--- config.mk ---
export PLATFORM = sky130hd
export DESIGN_NAME = line_buffer
export DESIGN_NICKNAME = d
export VERILOG_FILES = /design/src/source/conv_pkg.sv /design/src/source/mem_sp.sv /design/src/source/line_buffer.sv
export SDC_FILE = /design/constraint.sdc
export NUM_CORES = 1
export LEC_CHECK = 0
export BUFFER_PORTS_ARGS = -buffer_cell sky130_fd_sc_hd__buf_2
export CORE_AREA = 10 10 401 403
export CTS_BUF_LIST = sky130_fd_sc_hd__clkbuf_8 sky130_fd_sc_hd__clkbuf_16
export CTS_CLUSTER_SIZE = 30
export DETAILED_ROUTE_END_ITERATION = 7
export DIE_AREA = 0 0 411 413
export PLACE_DENSITY_LB_ADDON = 0.3
export SLEW_MARGIN = 30
export SYNTH_ARGS = -nofsm -noshare
export SYNTH_HDL_FRONTEND = slang
export SYNTH_SLANG_ARGS = --single-unit
--- constraint.sdc ---
create_clock -name clk -period 7.1 [get_ports clk]
set_input_delay 0.71 -clock clk [delete_from_list [all_inputs] [get_ports clk]]
set_output_delay 0.71 -clock clk [all_outputs]
set_load 0.01 [all_outputs]
--- src/source/conv_pkg.sv ---
package conv_pkg;

  // Pixel and weight width.
  localparam int DWIDTH = 16;

  // Square image side and square filter side.
  localparam int IMG_SIZE = 16;
  localparam int FIL_SIZE = 3;

  // One spare line lets a row be written while the FIL_SIZE rows above it are read.
  localparam int BUF_LINES = FIL_SIZE + 1;

  localparam int ADDR_WIDTH = $clog2(IMG_SIZE);
  localparam int SEL_WIDTH  = $clog2(BUF_LINES + 1);  // Selects carry 0 to BUF_LINES.

  // Full product width plus growth for the FIL_SIZE squared term sum.
  localparam int ACC_WIDTH = 2 * DWIDTH + $clog2(FIL_SIZE * FIL_SIZE);

  typedef logic signed [DWIDTH-1:0]    pixel_t;
  typedef logic        [ADDR_WIDTH-1:0] addr_t;
  typedef logic        [SEL_WIDTH-1:0]  sel_t;
  typedef logic signed [ACC_WIDTH-1:0] acc_t;

  // Entry FIL_SIZE*i+j holds row offset i and column offset j, the oldest first.
  typedef struct packed {
    pixel_t [FIL_SIZE*FIL_SIZE-1:0] pix;
  } window_t;

  // Same indexing as the window.
  typedef struct packed {
    pixel_t [FIL_SIZE*FIL_SIZE-1:0] weight;
  } kernel_t;

  // FILL stores the first rows, SWEEP produces outputs while writing,
  // FLUSH reads the last rows once more without writing.
  typedef enum logic [1:0] {
    IDLE,
    FILL,
    SWEEP,
    FLUSH
  } ctrl_state_t;

endpackage

--- src/source/mem_sp.sv ---
`timescale 1ns/1ps

module mem_sp (
  input  logic             clk,
  input  logic             mem_we,
  input  conv_pkg::addr_t  mem_addr,
  input  conv_pkg::pixel_t mem_wdata,
  output conv_pkg::pixel_t mem_rdata
);

  // One image row of pixels.
  conv_pkg::pixel_t mem [conv_pkg::IMG_SIZE];

  always_ff @(posedge clk) begin
    if (mem_we) begin
      mem[mem_addr] <= mem_wdata;
    end
    mem_rdata <= mem[mem_addr];  // Old word on a same-address write.
  end

endmodule

--- src/source/line_buffer.sv ---
`timescale 1ns/1ps

module line_buffer (
  input  logic              clk,
  input  logic              xrst,
  input  conv_pkg::sel_t    buf_wsel,
  input  conv_pkg::sel_t    buf_rsel,
  input  logic              buf_we,
  input  conv_pkg::addr_t   buf_addr,
  input  conv_pkg::pixel_t  buf_input,
  output conv_pkg::window_t buf_output
);

  conv_pkg::pixel_t  in_q;                                // Pixel aligned with the control.
  conv_pkg::sel_t    rsel_q;                              // Read select aligned with rdata.
  logic              line_we [conv_pkg::BUF_LINES];
  conv_pkg::pixel_t  line_rdata [conv_pkg::BUF_LINES];
  conv_pkg::pixel_t  col_new [conv_pkg::FIL_SIZE];        // Newest column, one pixel per row.
  conv_pkg::window_t win_q;

  // True when line wsel-1 is one of the FIL_SIZE lines read from base rsel-1.
  function automatic logic line_read(input conv_pkg::sel_t rsel, input conv_pkg::sel_t wsel);
    logic hit;
    hit = 1'b0;
    for (int i = 0; i < conv_pkg::FIL_SIZE; i++) begin
      if ((int'(rsel) - 1 + i) % conv_pkg::BUF_LINES == int'(wsel) - 1) begin
        hit = 1'b1;
      end
    end
    return hit;
  endfunction

  always_ff @(posedge clk) begin
    if (!xrst) begin
      in_q   <= '0;
      rsel_q <= '0;
    end else begin
      in_q   <= buf_input;
      rsel_q <= buf_rsel;
    end
  end

  for (genvar k = 0; k < conv_pkg::BUF_LINES; k++) begin : g_line
    assign line_we[k] = buf_we && (buf_wsel == conv_pkg::sel_t'(k + 1));

    mem_sp u_mem (
      .clk       (clk),
      .mem_we    (line_we[k]),
      .mem_addr  (buf_addr),
      .mem_wdata (in_q),
      .mem_rdata (line_rdata[k])
    );
  end

  // Window row i takes line (base+i) mod BUF_LINES, or zero while select is 0.
  for (genvar i = 0; i < conv_pkg::FIL_SIZE; i++) begin : g_row
    conv_pkg::pixel_t mux [conv_pkg::BUF_LINES+1];

    assign mux[0] = '0;
    for (genvar k = 0; k < conv_pkg::BUF_LINES; k++) begin : g_src
      assign mux[k+1] = line_rdata[(i + k) % conv_pkg::BUF_LINES];
    end
    assign col_new[i] = mux[rsel_q];
  end

  // Each window row shifts every cycle, the new column enters at the highest offset.
  always_ff @(posedge clk) begin
    if (!xrst) begin
      win_q <= '0;
    end else begin
      for (int i = 0; i < conv_pkg::FIL_SIZE; i++) begin
        for (int j = 0; j < conv_pkg::FIL_SIZE - 1; j++) begin
          win_q.pix[conv_pkg::FIL_SIZE*i+j] <= win_q.pix[conv_pkg::FIL_SIZE*i+j+1];
        end
        win_q.pix[conv_pkg::FIL_SIZE*i+conv_pkg::FIL_SIZE-1] <= col_new[i];
      end
    end
  end

  assign buf_output = win_q;

  // The controller must never write a line that is being read for the window.
  a_no_rw_clash: assert property (@(posedge clk) disable iff (!xrst)
    (buf_we && buf_wsel != '0 && buf_rsel != '0) |-> !line_read(buf_rsel, buf_wsel));

endmodule

==> out/metrics.yaml <==
floorplan:
  placementRows: 144
  fp.dieW_um: 411
  ios: 173
  core-area_um2: 153000
  die_h_um: 413
  initial_core_util: 0.298
  dieArea_um2: 170000
layout:
  synthToLayoutAreaGrowth_pct: 17.8
  fin_area_um2: 53700
  drive_above_1_share: 0.284
  nets: 2590
  n_antenna_cell: 0
  seq_area_um2: 35300
  final_cell_mix: "1024 x edfxtp_1, 256 x mux4_2, 209 x dfxtp_1"
  fillers: 14100
  final_core_util: 0.351
  final_common_cell: "edfxtp_1"
  multi_input_area_um2: 9750
  finalNonFillerCells: 4712
sta:
  rsz0062_at_grt: "no"
  fin_crit_ns: 2.47
  tns_ns: 0
  drv_slew: 0
  timing.hold.ws_ns: 0.207
  slew_headroom: 0.338
  final.setup.worst_slack_ns: 4.63
  finClkSkew_ns: 0.0219
  setup_viol: 0
  hold_viol: 0
  max_freq_mhz: 404
  tightest_slew_ns: 0.989
  min_period_over_period: 0.348
synth:
  synth_cell_types: 22
  synth_edf_count: 1024
  syn_area_um2: 45600
  synthesis.instances: 2291
  yosysTopAreaCell: "edfxtp_1"
  ys_ff_latch: 1251
  ys_top_cells_by_area: "edfxtp_1 67%, mux4_2 13%, dfxtp_1 10%"
  synth_nets: 2320
  seq_area_frac_synth: 0.774
  ys_warn_count: 0
  synth_top_area_share: 0.674
  async_flop_share: 0
  avgSynthCellArea_um2: 19.9
  synth_flop_cell: "edfxtp_1"
placement:
  placed_area_um2: 49400
  post-dp-hpwl_um: 70600
  dp_slack_ns: 3.86
  gp_congestion: 0.802
  portBuffers: 172
  place_inst: 4467
global_route:
  grt-ovfl-total: 0
  grt_max_degree: 164
  grt_pass1_vias: 23600
  track_usage: 0.134
  grt_pass1_wl_um: 169000
  antenna_found_initial: 6
clock_network:
  clockBufferDepth: 3
  numCtsBuffers: 133
  ctsResizeCount: 0
  numClockSinks: 1251
  tritoncts: "done"
  clockRootBuffer: "clkbuf_16"
  hold_buffers: 0
  postCtsSetupRepairBufs: 0
  cts_htree_levels: 4
  clk_pin_slew_ns: 0.06
  clk_latency_ns: 0.72
routing:
  finalWirelength_um: 116000
  firstDrtPassIters: 5
  avgViaCountPerCell: 4.89
  drc: 0
  drt_iter0_markers: 2531
  vias: 23100
  wl_per_cell_um: 24.7
  ant_nets: 0
worst_setup_path:
  cpLargestDelayFamily: "buffers and inverters"
  cp_slowest_cell: "buf_12"
  cpPeakStageDelay_ns: 0.54
  worstPathArrival_ns: 2.87
  critPathKind: "in2reg"
  crit_required_ns: 7.49
  crit_path_cell_trace: "buf_8, buf_12, nor2b_1, nand3_1, nor2_1, buf_4"
  crit_buf_inv: 3
  crit_fanout: 92
  cp-start-kind: "input pin"
  cp-end-kind: "flip-flop"
job:
  cap_violations: 0
run_status:
  status: "completed"
power_and_ir_drop:
  p_total_mw: 15.4
  max-vdd-ir-drop_v: 0.000217
  leakagePower_nw: 19.3
  powerDensity_nw_per_um2: 286
worst_hold_path:
  hp-class: "in2reg"
[cell type report]
type,instances,share of cell area
flip-flops and latches,1251,0.657
clock inverters,89,0.0101
well taps,2044,0.0476
multi-input cells,901,0.181
clock buffers,153,0.0689
repair buffers,274,0.0346
[cell usage after synthesis (40+ instances only)]
| library cell | count |
|---|---|
| a21oi_1 | 64 |
| a22oi_1 | 144 |
| and2_1 | 132 |
| buf_2 | 40 |
| clkbuf_1 | 81 |
| dfxtp_1 | 227 |
| edfxtp_1 | 1024 |
| mux4_2 | 256 |
| nand2_1 | 89 |
| nor2_1 | 68 |
| nor2b_1 | 40 |
[metal layers]
| metal | GRT usage | share of wire | vias to the layer above |
|---|---|---|---|
| met2 | 0.210 | 0.47 | 874 |
| met3 | 0.0268 | 0.070 | 179 |
| met5 | 0 | 0.00027 | - |
| met1 | 0.189 | 0.44 | 12300 |
| met4 | 0.0376 | 0.021 | 4 |
| li1 | - | - | 9754 |
[sequential cells by signal (all words and copies together) (netlist names)]
register / cells
g_line.u_mem.mem: 1024
buf_output: 144
g_line.u_mem.mem_rdata: 64
in_q: 16
rsel_q: 3
[cells by family after synthesis]
logic type             Yosys count  share of synthesized area
multiplexers                   304                      0.137
flip-flops                    1251                      0.774
AND/OR/NAND/NOR                341                     0.0380
buffers and inverters          139                     0.0133
AO/OA/AOI/OAI                  256                     0.0377
[power by group]
| group | switching [mW] | internal [mW] | total [mW] |
|---|---|---|---|
| clock | 2.79 | 3.84 | 6.63 |
| sequential | 0.103 | 7.99 | 8.10 |
| combinational | 0.395 | 0.229 | 0.624 |
| total | 3.29 | 12.1 | 15.4 |
[path summary, 6_finish.rpt]
path | startpoint | end | slack (ns) | depth (start not counted)
setup / recovery | buf_addr[0] | g_line[0].u_mem.mem[11][5] | 4.63 | 6
setup reg to reg | rsel_q[1] | buf_output[91] | 5.08 | 6
hold reg to reg | buf_output[113] | buf_output[97] | 0.45 | 1
hold / removal | buf_input[0] | in_q[0] | 0.21 | 2
Power figures use the tool's default switching activity.
