===== src/source/conv_pkg.sv =====
package conv_pkg;

  // Pixel and weight width.
  localparam int DWIDTH = 16;

  // Square image side and square filter side.
  localparam int IMG_SIZE = 16;
  localparam int FIL_SIZE = 3;

  // One spare line lets a row be written while the FIL_SIZE rows above it are read.
  localparam int BUF_LINES = FIL_SIZE + 1;

  localparam int ADDR_WIDTH = $clog2(IMG_SIZE);
  localparam int SEL_WIDTH  = $clog2(BUF_LINES + 1);  // Selects carry 0 to BUF_LINES.

  // Full product width plus growth for the FIL_SIZE squared term sum.
  localparam int ACC_WIDTH = 2 * DWIDTH + $clog2(FIL_SIZE * FIL_SIZE);

  typedef logic signed [DWIDTH-1:0]    pixel_t;
  typedef logic        [ADDR_WIDTH-1:0] addr_t;
  typedef logic        [SEL_WIDTH-1:0]  sel_t;
  typedef logic signed [ACC_WIDTH-1:0] acc_t;

  // Entry FIL_SIZE*i+j holds row offset i and column offset j, the oldest first.
  typedef struct packed {
    pixel_t [FIL_SIZE*FIL_SIZE-1:0] pix;
  } window_t;

  // Same indexing as the window.
  typedef struct packed {
    pixel_t [FIL_SIZE*FIL_SIZE-1:0] weight;
  } kernel_t;

  // FILL stores the first rows, SWEEP produces outputs while writing,
  // FLUSH reads the last rows once more without writing.
  typedef enum logic [1:0] {
    IDLE,
    FILL,
    SWEEP,
    FLUSH
  } ctrl_state_t;

endpackage


===== src/source/linebuf_ctrl.sv =====
`timescale 1ns/1ps

module linebuf_ctrl (
  input  logic            clk,
  input  logic            xrst,
  input  logic            start,
  input  logic            pixel_valid,
  output conv_pkg::sel_t  buf_wsel,
  output conv_pkg::sel_t  buf_rsel,
  output logic            buf_we,
  output conv_pkg::addr_t buf_addr,
  output logic            win_valid,
  output logic            frame_done
);

  conv_pkg::ctrl_state_t state;
  conv_pkg::addr_t       col;
  conv_pkg::addr_t       row;        // Row index, same range as a column.
  conv_pkg::sel_t        wr_line;    // Line that takes the current row.
  conv_pkg::sel_t        rd_base;    // Line holding the oldest window row.
  logic                  flush_run;  // Low during the idle cycle that opens FLUSH.
  logic [2:0]            win_dly;
  logic [2:0]            end_dly;
  logic                  pix_ok;
  logic                  flush_col;
  logic                  col_last;
  logic                  row_last;
  logic                  rd_go;
  logic                  win_go;
  logic                  end_go;

  function automatic conv_pkg::sel_t next_line(input conv_pkg::sel_t line);
    if (line == conv_pkg::sel_t'(conv_pkg::BUF_LINES - 1)) begin
      return '0;
    end
    return line + 1'b1;
  endfunction

  assign pix_ok    = pixel_valid && (state == conv_pkg::FILL || state == conv_pkg::SWEEP);
  assign flush_col = (state == conv_pkg::FLUSH) && flush_run;
  assign col_last  = (col == conv_pkg::addr_t'(conv_pkg::IMG_SIZE - 1));
  assign row_last  = (row == conv_pkg::addr_t'(conv_pkg::IMG_SIZE - 1));
  assign rd_go     = (pix_ok && state == conv_pkg::SWEEP) || flush_col;
  assign win_go    = rd_go && (col >= conv_pkg::addr_t'(conv_pkg::FIL_SIZE - 1));
  assign end_go    = flush_col && col_last;

  always_ff @(posedge clk) begin
    if (!xrst) begin
      state     <= conv_pkg::IDLE;
      col       <= '0;
      row       <= '0;
      wr_line   <= '0;
      rd_base   <= '0;
      flush_run <= 1'b0;
    end else begin
      case (state)
        conv_pkg::IDLE: begin
          if (start) begin
            state   <= conv_pkg::FILL;
            col     <= '0;
            row     <= '0;
            rd_base <= wr_line;  // Line pointers carry over from the last frame.
          end
        end
        conv_pkg::FILL, conv_pkg::SWEEP: begin
          if (pix_ok) begin
            col <= col + 1'b1;
            if (col_last) begin
              col     <= '0;
              row     <= row + 1'b1;
              wr_line <= next_line(wr_line);
              if (state == conv_pkg::SWEEP) begin
                rd_base <= next_line(rd_base);
              end
              if (row == conv_pkg::addr_t'(conv_pkg::FIL_SIZE - 1)) begin
                state <= conv_pkg::SWEEP;
              end
              if (row_last) begin
                state <= conv_pkg::FLUSH;
              end
            end
          end
        end
        conv_pkg::FLUSH: begin
          flush_run <= 1'b1;
          if (flush_run) begin
            col <= col + 1'b1;
            if (col_last) begin
              col       <= '0;
              flush_run <= 1'b0;
              state     <= conv_pkg::IDLE;
            end
          end
        end
        default: state <= conv_pkg::IDLE;
      endcase
    end
  end

  // Control is registered so it meets the registered pixel inside the line buffer.
  always_ff @(posedge clk) begin
    if (!xrst) begin
      buf_we     <= 1'b0;
      buf_wsel   <= '0;
      buf_rsel   <= '0;
      buf_addr   <= '0;
      win_dly    <= '0;
      end_dly    <= '0;
      frame_done <= 1'b0;
    end else begin
      buf_we     <= pix_ok;
      buf_wsel   <= pix_ok ? conv_pkg::sel_t'(wr_line + 1'b1) : '0;
      buf_rsel   <= rd_go ? conv_pkg::sel_t'(rd_base + 1'b1) : '0;
      buf_addr   <= col;
      win_dly    <= {win_dly[1:0], win_go};   // Matches read and shift stages.
      end_dly    <= {end_dly[1:0], end_go};
      frame_done <= end_dly[2];               // One more stage for the MAC.
    end
  end

  assign win_valid = win_dly[2];

  a_pix_in_frame: assert property (@(posedge clk) disable iff (!xrst)
    pixel_valid |-> (state == conv_pkg::FILL || state == conv_pkg::SWEEP));

  // A row arrives as one unbroken burst.
  a_row_burst: assert property (@(posedge clk) disable iff (!xrst)
    (pix_ok && !col_last) |=> pixel_valid);

endmodule


===== config.mk =====
export PLATFORM = sky130hd
export DESIGN_NAME = linebuf_ctrl
export DESIGN_NICKNAME = d
export VERILOG_FILES = /design/src/source/conv_pkg.sv /design/src/source/linebuf_ctrl.sv
export SDC_FILE = /design/constraint.sdc
export NUM_CORES = 1
export LEC_CHECK = 0
export ABC_CLOCK_PERIOD_IN_PS = 2200
export BUFFER_PORTS_ARGS = -buffer_cell sky130_fd_sc_hd__clkbuf_2
export CAP_MARGIN = 15
export CORE_UTILIZATION = 56
export DETAILED_ROUTE_END_ITERATION = 6
export PLACE_DENSITY = 0.83
export SYNTH_ARGS = -nofsm -noshare
export SYNTH_HDL_FRONTEND = slang
export SYNTH_SLANG_ARGS = --single-unit

===== constraint.sdc =====
create_clock -name clk -period 2.2 [get_ports clk]
set_input_delay 0.22 -clock clk [delete_from_list [all_inputs] [get_ports clk]]
set_output_delay 0.22 -clock clk [all_outputs]
set_load 0.1 [all_outputs]

==> results of run 1 <==
==> cell type report <==
class / instances / area, um^2 / area share
Clock buffer: 5 / 37.5 / 0.0216
Timing Repair Buffer: 18 / 95.1 / 0.0547
Tap cell: 30 / 37.5 / 0.0216
Sequential cell: 35 / 701 / 0.403
Multi-Input combinational cell: 109 / 776 / 0.446
Clock inverter: 3 / 43.8 / 0.0252
Inverter: 13 / 48.8 / 0.0281
==> sequential cells by signal, summed over array words and instances, names as in the netlist <==
register and count:
rd_base 3, buf_addr 4, win_dly 3, col 4
flush_run 1, buf_rsel 3, frame_done 1, wr_line 3
end_dly 3, buf_wsel 3, buf_we 1, state 2
row 4
==> cells by family (layout without fill, tap and decap cells) <==
logic type,count (synthesis),count (layout),share of synthesized area
muxes,6,6,0.0390
and+or+nand+nor,59,59,0.211
DFF,35,35,0.455
AOI/OAI and AO/OA,29,29,0.134
xor gates and xnor gates,1,1,0.00569
buffers and inverters,17,39,0.0414
adders and majority gates,14,14,0.114
==> where the power goes <==
| part | internal, mW | total, mW | switching (mW) |
|---|---|---|---|
| Combinational | 0.233 | 0.657 | 0.424 |
| Clock | 0.239 | 0.460 | 0.221 |
| Sequential | 0.692 | 0.736 | 0.0447 |
| Total | 1.16 | 1.85 | 0.690 |
==> synthesized netlist by cell type, drive strengths merged <==
cell type  number
a211oi          1
a21bo           1
a21boi          6
a21oi           6
a221o           1
a31oi           1
a32o            1
and2           10
and3            1
clkbuf          4
dfxtp          35
ha             14
inv            13
mux2i           6
nand2           7
nand2b          1
nand3           8
nand3b          3
nand4           1
nor2           12
nor2b           5
nor3            2
nor3b           1
nor4            3
o21a            4
o21ai           4
o21bai          1
o221a           2
o31ai           1
or3             1
or3b            1
or4             2
or4b            1
xnor2           1
==> stage by stage <==
step | util | area, um^2
floorplan | - | 1540
global placement | 0.651 | 1660
detailed placement | 0.651 | 1660
CTS | 0.683 | 1740
global route | 0.683 | 1740
finish | 0.683 | 1740
==> per-layer routing <==
layer / global-route usage / vias up
li1: - / 599
met3: 0.0750 / 7
met1: 0.271 / 572
met2: 0.337 / 21
met4: 0.107 / 0
met5: 0 / -
==> worst paths after layout <==
| path | start | end | slack, ns | depth (start not counted) |
|---|---|---|---|---|
| max | state[0]$_SDFFE_PN0P_ | col[3]$_SDFFE_PN0P_ | 0.20 | 5 |
| min | pixel_valid | buf_wsel[2]$_SDFF_PN0_ | 0.26 | 3 |
| max reg2reg | state[0]$_SDFFE_PN0P_ | col[3]$_SDFFE_PN0P_ | 0.20 | 5 |
| min reg2reg | end_dly[1]$_SDFF_PN0_ | end_dly[2]$_SDFF_PN0_ | 0.45 | 1 |
==> worst min-delay path, stage by stage <==
cell      delay, ns
clkbuf_2       0.13
nand3_1        0.16
nor2_1         0.05
==> results.py, run 1 <==
metrics = {
    "critical_path": {
        "cp_top_family": "compound AO/OA/AOI/OAI gates",
        "crit_path_start_kind": "flip-flop",
        "slowest_stage": "or4_1",
        "crit_chain": "inv_1 > ha_1 > a221o_1 > or4_1 > a21boi_1",
        "path_max_fanout": 9,
        "required_ns": 2.49,
        "path_buf_inv": 1,
        "slowest_delay_ns": 0.52,
        "crit_path_end_kind": "flip-flop",
        "cp.arrival_ns": 2.28,
        "criticalPathCategory": "reg2reg",
    },
    "grt": {
        "grt_max_degree": 31,
        "grt.overflow.total": 0,
        "antenna_found_initial": 0,
        "grt_pass1_vias": 1020,
        "grt_usage": 0.219,
        "grt_pass1_wl_um": 4510,
    },
    "placed_design": {
        "dp_cells": 205,
        "dp_hpwl_um": 2010,
        "gp_congestion": 0.893,
        "place_ws_ns": 0.266,
        "numPortBuffers": 16,
    },
    "timing": {
        "finalSetupTns_ns": 0,
        "grt_setup_unrepaired": "no",
        "setup_viol": 0,
        "fmax_mhz": 500,
        "setup_ws_ns": 0.202,
        "clock_skew_ns": 0.0141,
        "tightest_slew_ns": 0.543,
        "holdWs_ns": 0.262,
        "hold_viol": 0,
        "period_share": 0.908,
        "min_period_ns": 2.00,
        "slew_headroom": 0.640,
        "slew_viol_final": 0,
    },
    "logic_synthesis": {
        "synthTopCellsByArea": "dfxtp_1, ha_1, and2_1",
        "synth_area_um2": 1540,
        "synth.avg_cell_area_um2": 9.57,
        "synth_top_area_cell": "dfxtp_1",
        "netlist_instances": 161,
        "syn_nets": 179,
        "ys_seq_area_frac": 0.455,
        "ys_types": 37,
        "synth.top_cell.area_share": 0.455,
        "ys.warnings.count": 0,
        "synth_seq_cells": 35,
    },
    "cells_and_area": {
        "final_cell_mix": "dfxtp_1, clkbuf_2, ha_1",
        "finalNetCount": 200,
        "fill_cells": 201,
        "area_delta_synth_final_pct": 12.9,
        "n_antenna_cell": 0,
        "mostFrequentLayoutCell": "dfxtp_1",
        "final_cells": 213,
        "drive_above_1_share": 0.175,
    },
    "run_status": {
        "status": "complete, no violations",
    },
    "clock_network": {
        "cts_buffer_depth": 2,
        "hold_buffers": 0,
        "cts_resized": 0,
        "cts_buffers": 5,
        "clock-sinks": 35,
        "htreeDepth": 2,
        "cts_tree": "done",
        "cts_root_buf": "clkbuf_4",
        "clk_latency_ns": 0.34,
        "post_cts_buffers": 0,
        "path_clk_slew_ns": 0.12,
    },
    "die": {
        "core_um2": 2540,
        "fp.dieH_um": 54.4,
        "ioPinCount": 17,
        "die_w_um": 54.4,
        "start_util": 0.605,
        "fp-row-count": 18,
        "die_area_um2": 2960,
    },
    "detailed_routing": {
        "vias": 1199,
        "dr.pass1.iters": 4,
        "ant_nets": 0,
        "met1_length_um": 1310,
        "routed_wl_um": 2770,
        "vias_per_cell": 5.63,
        "first_iter_violations": 24,
        "met3_length_um": 83,
        "maxUsedRoutingLayer": "met4",
        "drc_errors": 0,
        "wl_met2_um": 1300,
        "routedWlPerCell_um": 13.0,
    },
    "pwr": {
        "p_leak_nw": 0.730,
        "powerDensity_nw_per_um2": 1070,
        "irDropWorstVdd_mv": 0.823,
        "power_mw": 1.85,
    },
    "flow_run": {
        "maxCapViolCount": 0,
    },
    "hold_path": {
        "min_path_type": "in2reg",
    },
}
No activity file was read; power rests on OpenSTA's default activity.
==> run 2: changes to the inputs <==
--- a/config.mk
+++ b/config.mk
@@ -10,6 +10,7 @@
 export CAP_MARGIN = 15
 export CORE_UTILIZATION = 56
 export DETAILED_ROUTE_END_ITERATION = 6
+export GPL_TIMING_DRIVEN = 0
 export PLACE_DENSITY = 0.83
 export SYNTH_ARGS = -nofsm -noshare
 export SYNTH_HDL_FRONTEND = slang
==> results.py, run 2 (same netlist as run 1, synthesis figures left out) <==
metrics = {
    "run_status": {
        "status": "complete, no violations",
    },
    "clock_network": {
        "cts_tree": "done",
        "cts_buffers": 5,
        "cts_buffer_depth": 2,
        "clock-sinks": 35,
        "path_clk_slew_ns": 0.10,
        "cts_root_buf": "clkbuf_4",
        "htreeDepth": 2,
        "post_cts_buffers": 0,
        "clk_latency_ns": 0.33,
    },
    "cells_and_area": {
        "stdcell_area_um2": 1710,
        "drive_above_1_share": 0.158,
        "mostFrequentLayoutCell": "dfxtp_1",
        "area_delta_synth_final_pct": 11.3,
        "finalNetCount": 201,
        "final_cell_mix": "dfxtp_1, clkbuf_2, ha_1",
        "top_regs": "buf_addr: 4 flops, col: 4 flops, row: 4 flops",
        "utilization": 0.674,
        "n_antenna_cell": 0,
    },
    "detailed_routing": {
        "vias": 1198,
        "routed_wl_um": 2820,
        "routedWlPerCell_um": 13.2,
        "drc_errors": 0,
        "first_iter_violations": 40,
        "vias_per_cell": 5.62,
        "dr.pass1.iters": 4,
        "ant_nets": 0,
    },
    "critical_path": {
        "required_ns": 2.43,
        "criticalPathCategory": "reg2reg",
        "slowest_stage": "dfxtp_1",
        "cp.arrival_ns": 2.28,
        "crit_path_start_kind": "flip-flop",
        "crit_path_end_kind": "flip-flop",
        "crit_chain": "inv_1 > ha_1 > clkbuf_1 > mux2i_1 > a21oi_1 > nor2b_1 > o21a_1",
        "path_max_fanout": 10,
        "slowest_delay_ns": 0.37,
    },
    "timing": {
        "setup_viol": 0,
        "grt_setup_unrepaired": "no",
        "setup_ws_ns": 0.147,
        "finalSetupTns_ns": 0,
        "slew_headroom": 0.640,
        "min_period_ns": 2.05,
        "slew_viol_final": 0,
        "hold_viol": 0,
        "tightest_slew_ns": 0.542,
        "clock_skew_ns": 0.00760,
        "period_share": 0.933,
        "fmax_mhz": 487,
    },
    "die": {
        "fp-row-count": 18,
        "die_w_um": 54.4,
        "core_um2": 2540,
        "fp.dieH_um": 54.4,
        "ioPinCount": 17,
        "die_area_um2": 2960,
        "start_util": 0.605,
    },
    "hold_path": {
        "min_path_type": "in2reg",
    },
    "placed_design": {
        "place_ws_ns": 0.175,
        "placed_area_um2": 1650,
        "numPortBuffers": 15,
        "dp_hpwl_um": 2130,
        "gp_congestion": 0.882,
    },
    "pwr": {
        "power_mw": 1.73,
        "p_leak_nw": 0.710,
        "irDropWorstVdd_mv": 0.746,
        "powerDensity_nw_per_um2": 1010,
    },
    "grt": {
        "grt_max_degree": 11,
        "grt.overflow.total": 0,
        "antenna_found_initial": 0,
        "grt_usage": 0.223,
        "grt_pass1_wl_um": 4680,
        "grt_pass1_vias": 1130,
    },
    "flow_run": {
        "maxCapViolCount": 0,
    },
}
## run 2: cell types whose count changed in the layout (fill, tap and decap cells not counted), sizes merged
cell    change
clkbuf      +4
bufinv      -1
buf         -2
clkinv      -1
## run 2: timing repair
action,in CTS,in global routing
endpoints found under the setup margin,0,1
hold endpoints to repair,0,0
hold buffers,0,0
gates resized for setup,0,1
## run 2: worst max-delay path, delay by kind of cell, from the launching register on
kind            cells  cell delay (ns)
mux                 1             0.20
buf+inv             2             0.45
simple gates        1             0.08
flops               1             0.37
fa+ha+maj           1             0.33
compound gates      2             0.51
## run 2: final timing paths
| check | endpoint | cells past startpoint | from | slack (ns) |
|---|---|---|---|---|
| setup / recovery | row[1]$_SDFFE_PN0P_ | 7 | state[0]$_SDFFE_PN0P_ | 0.15 |
| hold / removal | buf_wsel[2]$_SDFF_PN0_ | 3 | pixel_valid | 0.26 |
| setup reg to reg | row[1]$_SDFFE_PN0P_ | 7 | state[0]$_SDFFE_PN0P_ | 0.15 |
| hold reg to reg | end_dly[2]$_SDFF_PN0_ | 1 | end_dly[1]$_SDFF_PN0_ | 0.44 |
## run 2: cell type report
type                       count  area, um^2
clock inverter                 1        5.00
tap                           30        37.5
inverter                      13        48.8
sequential                    35         701
multi-input combinational    109         781
timing repair buffer          15        75.1
buffer                         4        15.0
clock buffer                   6        51.3
fill                         227         831
## run 2: layer usage
layer | track usage | vias up | share of wire | routed length, um
met4 | 0.111 | 0 | 0.0082 | 23
met5 | 0 | - | 0 | 0
li1 | - | 598 | - | -
met2 | 0.372 | 23 | 0.49 | 1370
met3 | 0.0556 | 4 | 0.039 | 111
met1 | 0.263 | 573 | 0.47 | 1310
## run 2: power by group
part	total (mW)	switching, mW	internal [mW]	leakage (nW)
logic	0.647	0.427	0.220	0.393
clock network	0.348	0.200	0.148	0.0341
registers	0.734	0.0427	0.692	0.283
total	1.73	0.669	1.06	0.710
## run 2: stage by stage
step	instances	hold slack (ns)
2_1_floorplan	161	0.404
3_3_place_gp	206	0.414
3_5_place_dp	206	0.424
4_1_cts	213	0.248
5_1_grt	213	0.251
6_report	213	0.260
==> run 3: changes to the inputs <==
--- a/config.mk
+++ b/config.mk
@@ -8,10 +8,13 @@
 export ABC_CLOCK_PERIOD_IN_PS = 2200
 export BUFFER_PORTS_ARGS = -buffer_cell sky130_fd_sc_hd__clkbuf_2
 export CAP_MARGIN = 15
+export CORE_MARGIN = 2
 export CORE_UTILIZATION = 56
+export CTS_CLUSTER_DIAMETER = 200
 export DETAILED_ROUTE_END_ITERATION = 6
 export GPL_TIMING_DRIVEN = 0
 export PLACE_DENSITY = 0.83
+export RECOVER_POWER = 50
 export SYNTH_ARGS = -nofsm -noshare
 export SYNTH_HDL_FRONTEND = slang
 export SYNTH_SLANG_ARGS = --single-unit
==> results.py, run 3 (same netlist as run 1, synthesis figures left out) <==
metrics = {
    "critical_path": {
        "slowest_delay_ns": 0.50,
        "slowest_stage": "or4_1",
        "cp.arrival_ns": 2.28,
        "crit_chain": "inv_1 > ha_1 > nor2b_2 > a221o_1 > or4_1 > a21boi_1",
        "r2r_slack_ns": 0.21,
        "crit_path_end_kind": "flip-flop",
        "criticalPathCategory": "reg2reg",
        "path_max_fanout": 9,
        "required_ns": 2.49,
        "crit_path_start_kind": "flip-flop",
    },
    "pwr": {
        "combPwrFrac": 0.347,
        "power_mw": 1.88,
        "p_leak_nw": 0.676,
        "p_seq_frac": 0.392,
        "power.share.clock": 0.262,
        "p_switching_uw": 698,
        "irDropWorstVdd_mv": 0.907,
        "p_sw_frac": 0.372,
        "intPower_mw": 1.18,
        "powerDensity_nw_per_um2": 1080,
    },
    "clock_network": {
        "post_cts_buffers": 0,
        "clk_latency_ns": 0.35,
        "cts_root_buf": "clkbuf_4",
        "clock-sinks": 35,
        "path_clk_slew_ns": 0.11,
        "htreeDepth": 2,
        "hold_buffers": 0,
        "cts_tree": "done",
        "cts_buffers": 5,
        "cts_buffer_depth": 2,
    },
    "cells_and_area": {
        "area_delta_synth_final_pct": 12.3,
        "final_cell_mix": "dfxtp_1, clkbuf_1, ha_1",
        "mostFrequentLayoutCell": "dfxtp_1",
        "finalNetCount": 201,
        "n_antenna_cell": 0,
        "top_regs": "buf_addr: 4 flops, col: 4 flops, row: 4 flops",
        "drive_above_1_share": 0.0978,
    },
    "grt": {
        "grt_pass1_vias": 1055,
        "grt.overflow.total": 0,
        "antenna_found_initial": 0,
        "grt_usage": 0.190,
        "grt_pass1_wl_um": 4590,
        "grt_max_degree": 12,
    },
    "timing": {
        "setup_viol": 0,
        "finalSetupTns_ns": 0,
        "slew_headroom": 0.222,
        "hold_viol": 0,
        "clock_skew_ns": 0.00551,
        "fmax_mhz": 502,
        "slew_viol_final": 0,
        "period_share": 0.905,
        "tightest_slew_ns": 1.17,
        "min_period_ns": 1.99,
        "grt_setup_unrepaired": "no",
    },
    "die": {
        "die_area_um2": 3190,
        "start_util": 0.573,
        "die_w_um": 56.4,
        "ioPinCount": 17,
        "fp.dieH_um": 56.4,
        "fp-row-count": 19,
        "core_um2": 2690,
    },
    "detailed_routing": {
        "vias_per_cell": 5.64,
        "vias": 1213,
        "first_iter_violations": 38,
        "ant_nets": 0,
        "routedWlPerCell_um": 13.3,
        "dr.pass1.iters": 6,
        "routed_wl_um": 2870,
        "drc_errors": 0,
    },
    "placed_design": {
        "dp_hpwl_um": 2050,
        "gp_congestion": 0.795,
        "numPortBuffers": 15,
    },
    "hold_path": {
        "min_path_type": "in2reg",
    },
    "flow_run": {
        "maxCapViolCount": 0,
    },
    "run_status": {
        "status": "complete, no violations",
    },
}
run 3: layer usage:
metal / global-route usage / vias to the layer above / share of wire / wire (um)
met5: 0 / - / 0 / 0
met4: 0.0850 / 0 / 0.026 / 75
met3: 0.0783 / 9 / 0.051 / 145
met2: 0.299 / 34 / 0.48 / 1380
met1: 0.224 / 570 / 0.44 / 1270
li1: - / 600 / - / -
run 3: area by class of cell:
| class | count | area, um^2 |
|---|---|---|
| Timing Repair Buffer | 15 | 58.8 |
| Inverter | 13 | 48.8 |
| Sequential cell | 35 | 701 |
| Clock inverter | 2 | 35.0 |
| Clock buffer | 6 | 51.3 |
| Multi-Input combinational cell | 109 | 781 |
| Buffer | 4 | 16.3 |
| Fill cell | 237 | 956 |
| Tap cell | 31 | 38.8 |
run 3: what timing repair did:
item                                    in CTS  in global routing
gates resized for setup                      0                  3
hold endpoints to repair                     0                  0
endpoints found under the setup margin       0                  2
run 3: final timing paths:
| kind | from | to | depth (start not counted) |
|---|---|---|---|
| hold / removal | pixel_valid | buf_wsel[0]$_SDFF_PN0_ | 3 |
| setup reg to reg | state[0]$_SDFFE_PN0P_ | col[3]$_SDFFE_PN0P_ | 6 |
| hold reg to reg | end_dly[2]$_SDFF_PN0_ | frame_done$_SDFF_PN0_ | 1 |
| setup / recovery | state[0]$_SDFFE_PN0P_ | col[3]$_SDFFE_PN0P_ | 6 |
run 3: power by group through the flow:
stage               clock network, mW  logic [mW]  registers [mW]
floorplan                           0       0.425           0.823
global placement                    0       0.604           0.745
detailed placement                  0       0.627           0.751
CTS                             0.494       0.638           0.735
global route                    0.523       0.714           0.744
finish                          0.491       0.650           0.735
run 3: worst max-delay path: cells and delay by family, from the launching register on:
family | cells | cell delay, ns
compound gates | 2 | 0.51
buf+inv | 1 | 0.09
fa+ha+maj | 1 | 0.25
flops | 1 | 0.37
simple gates | 2 | 0.70
run 3: through the flow:
stage | hold slack [ns] | instances | worst slack, ns | utilization | cell area [um^2]
4_1_cts | 0.233 | 215 | 0.0996 | 0.648 | 1740
6_report | 0.233 | 215 | 0.209 | 0.644 | 1730
5_1_grt | 0.262 | 215 | 0.104 | 0.644 | 1730
3_5_place_dp | 0.422 | 207 | 0.146 | 0.616 | 1650
2_1_floorplan | 0.404 | 161 | 0.414 | - | 1540
3_3_place_gp | 0.416 | 207 | 0.195 | 0.616 | 1650
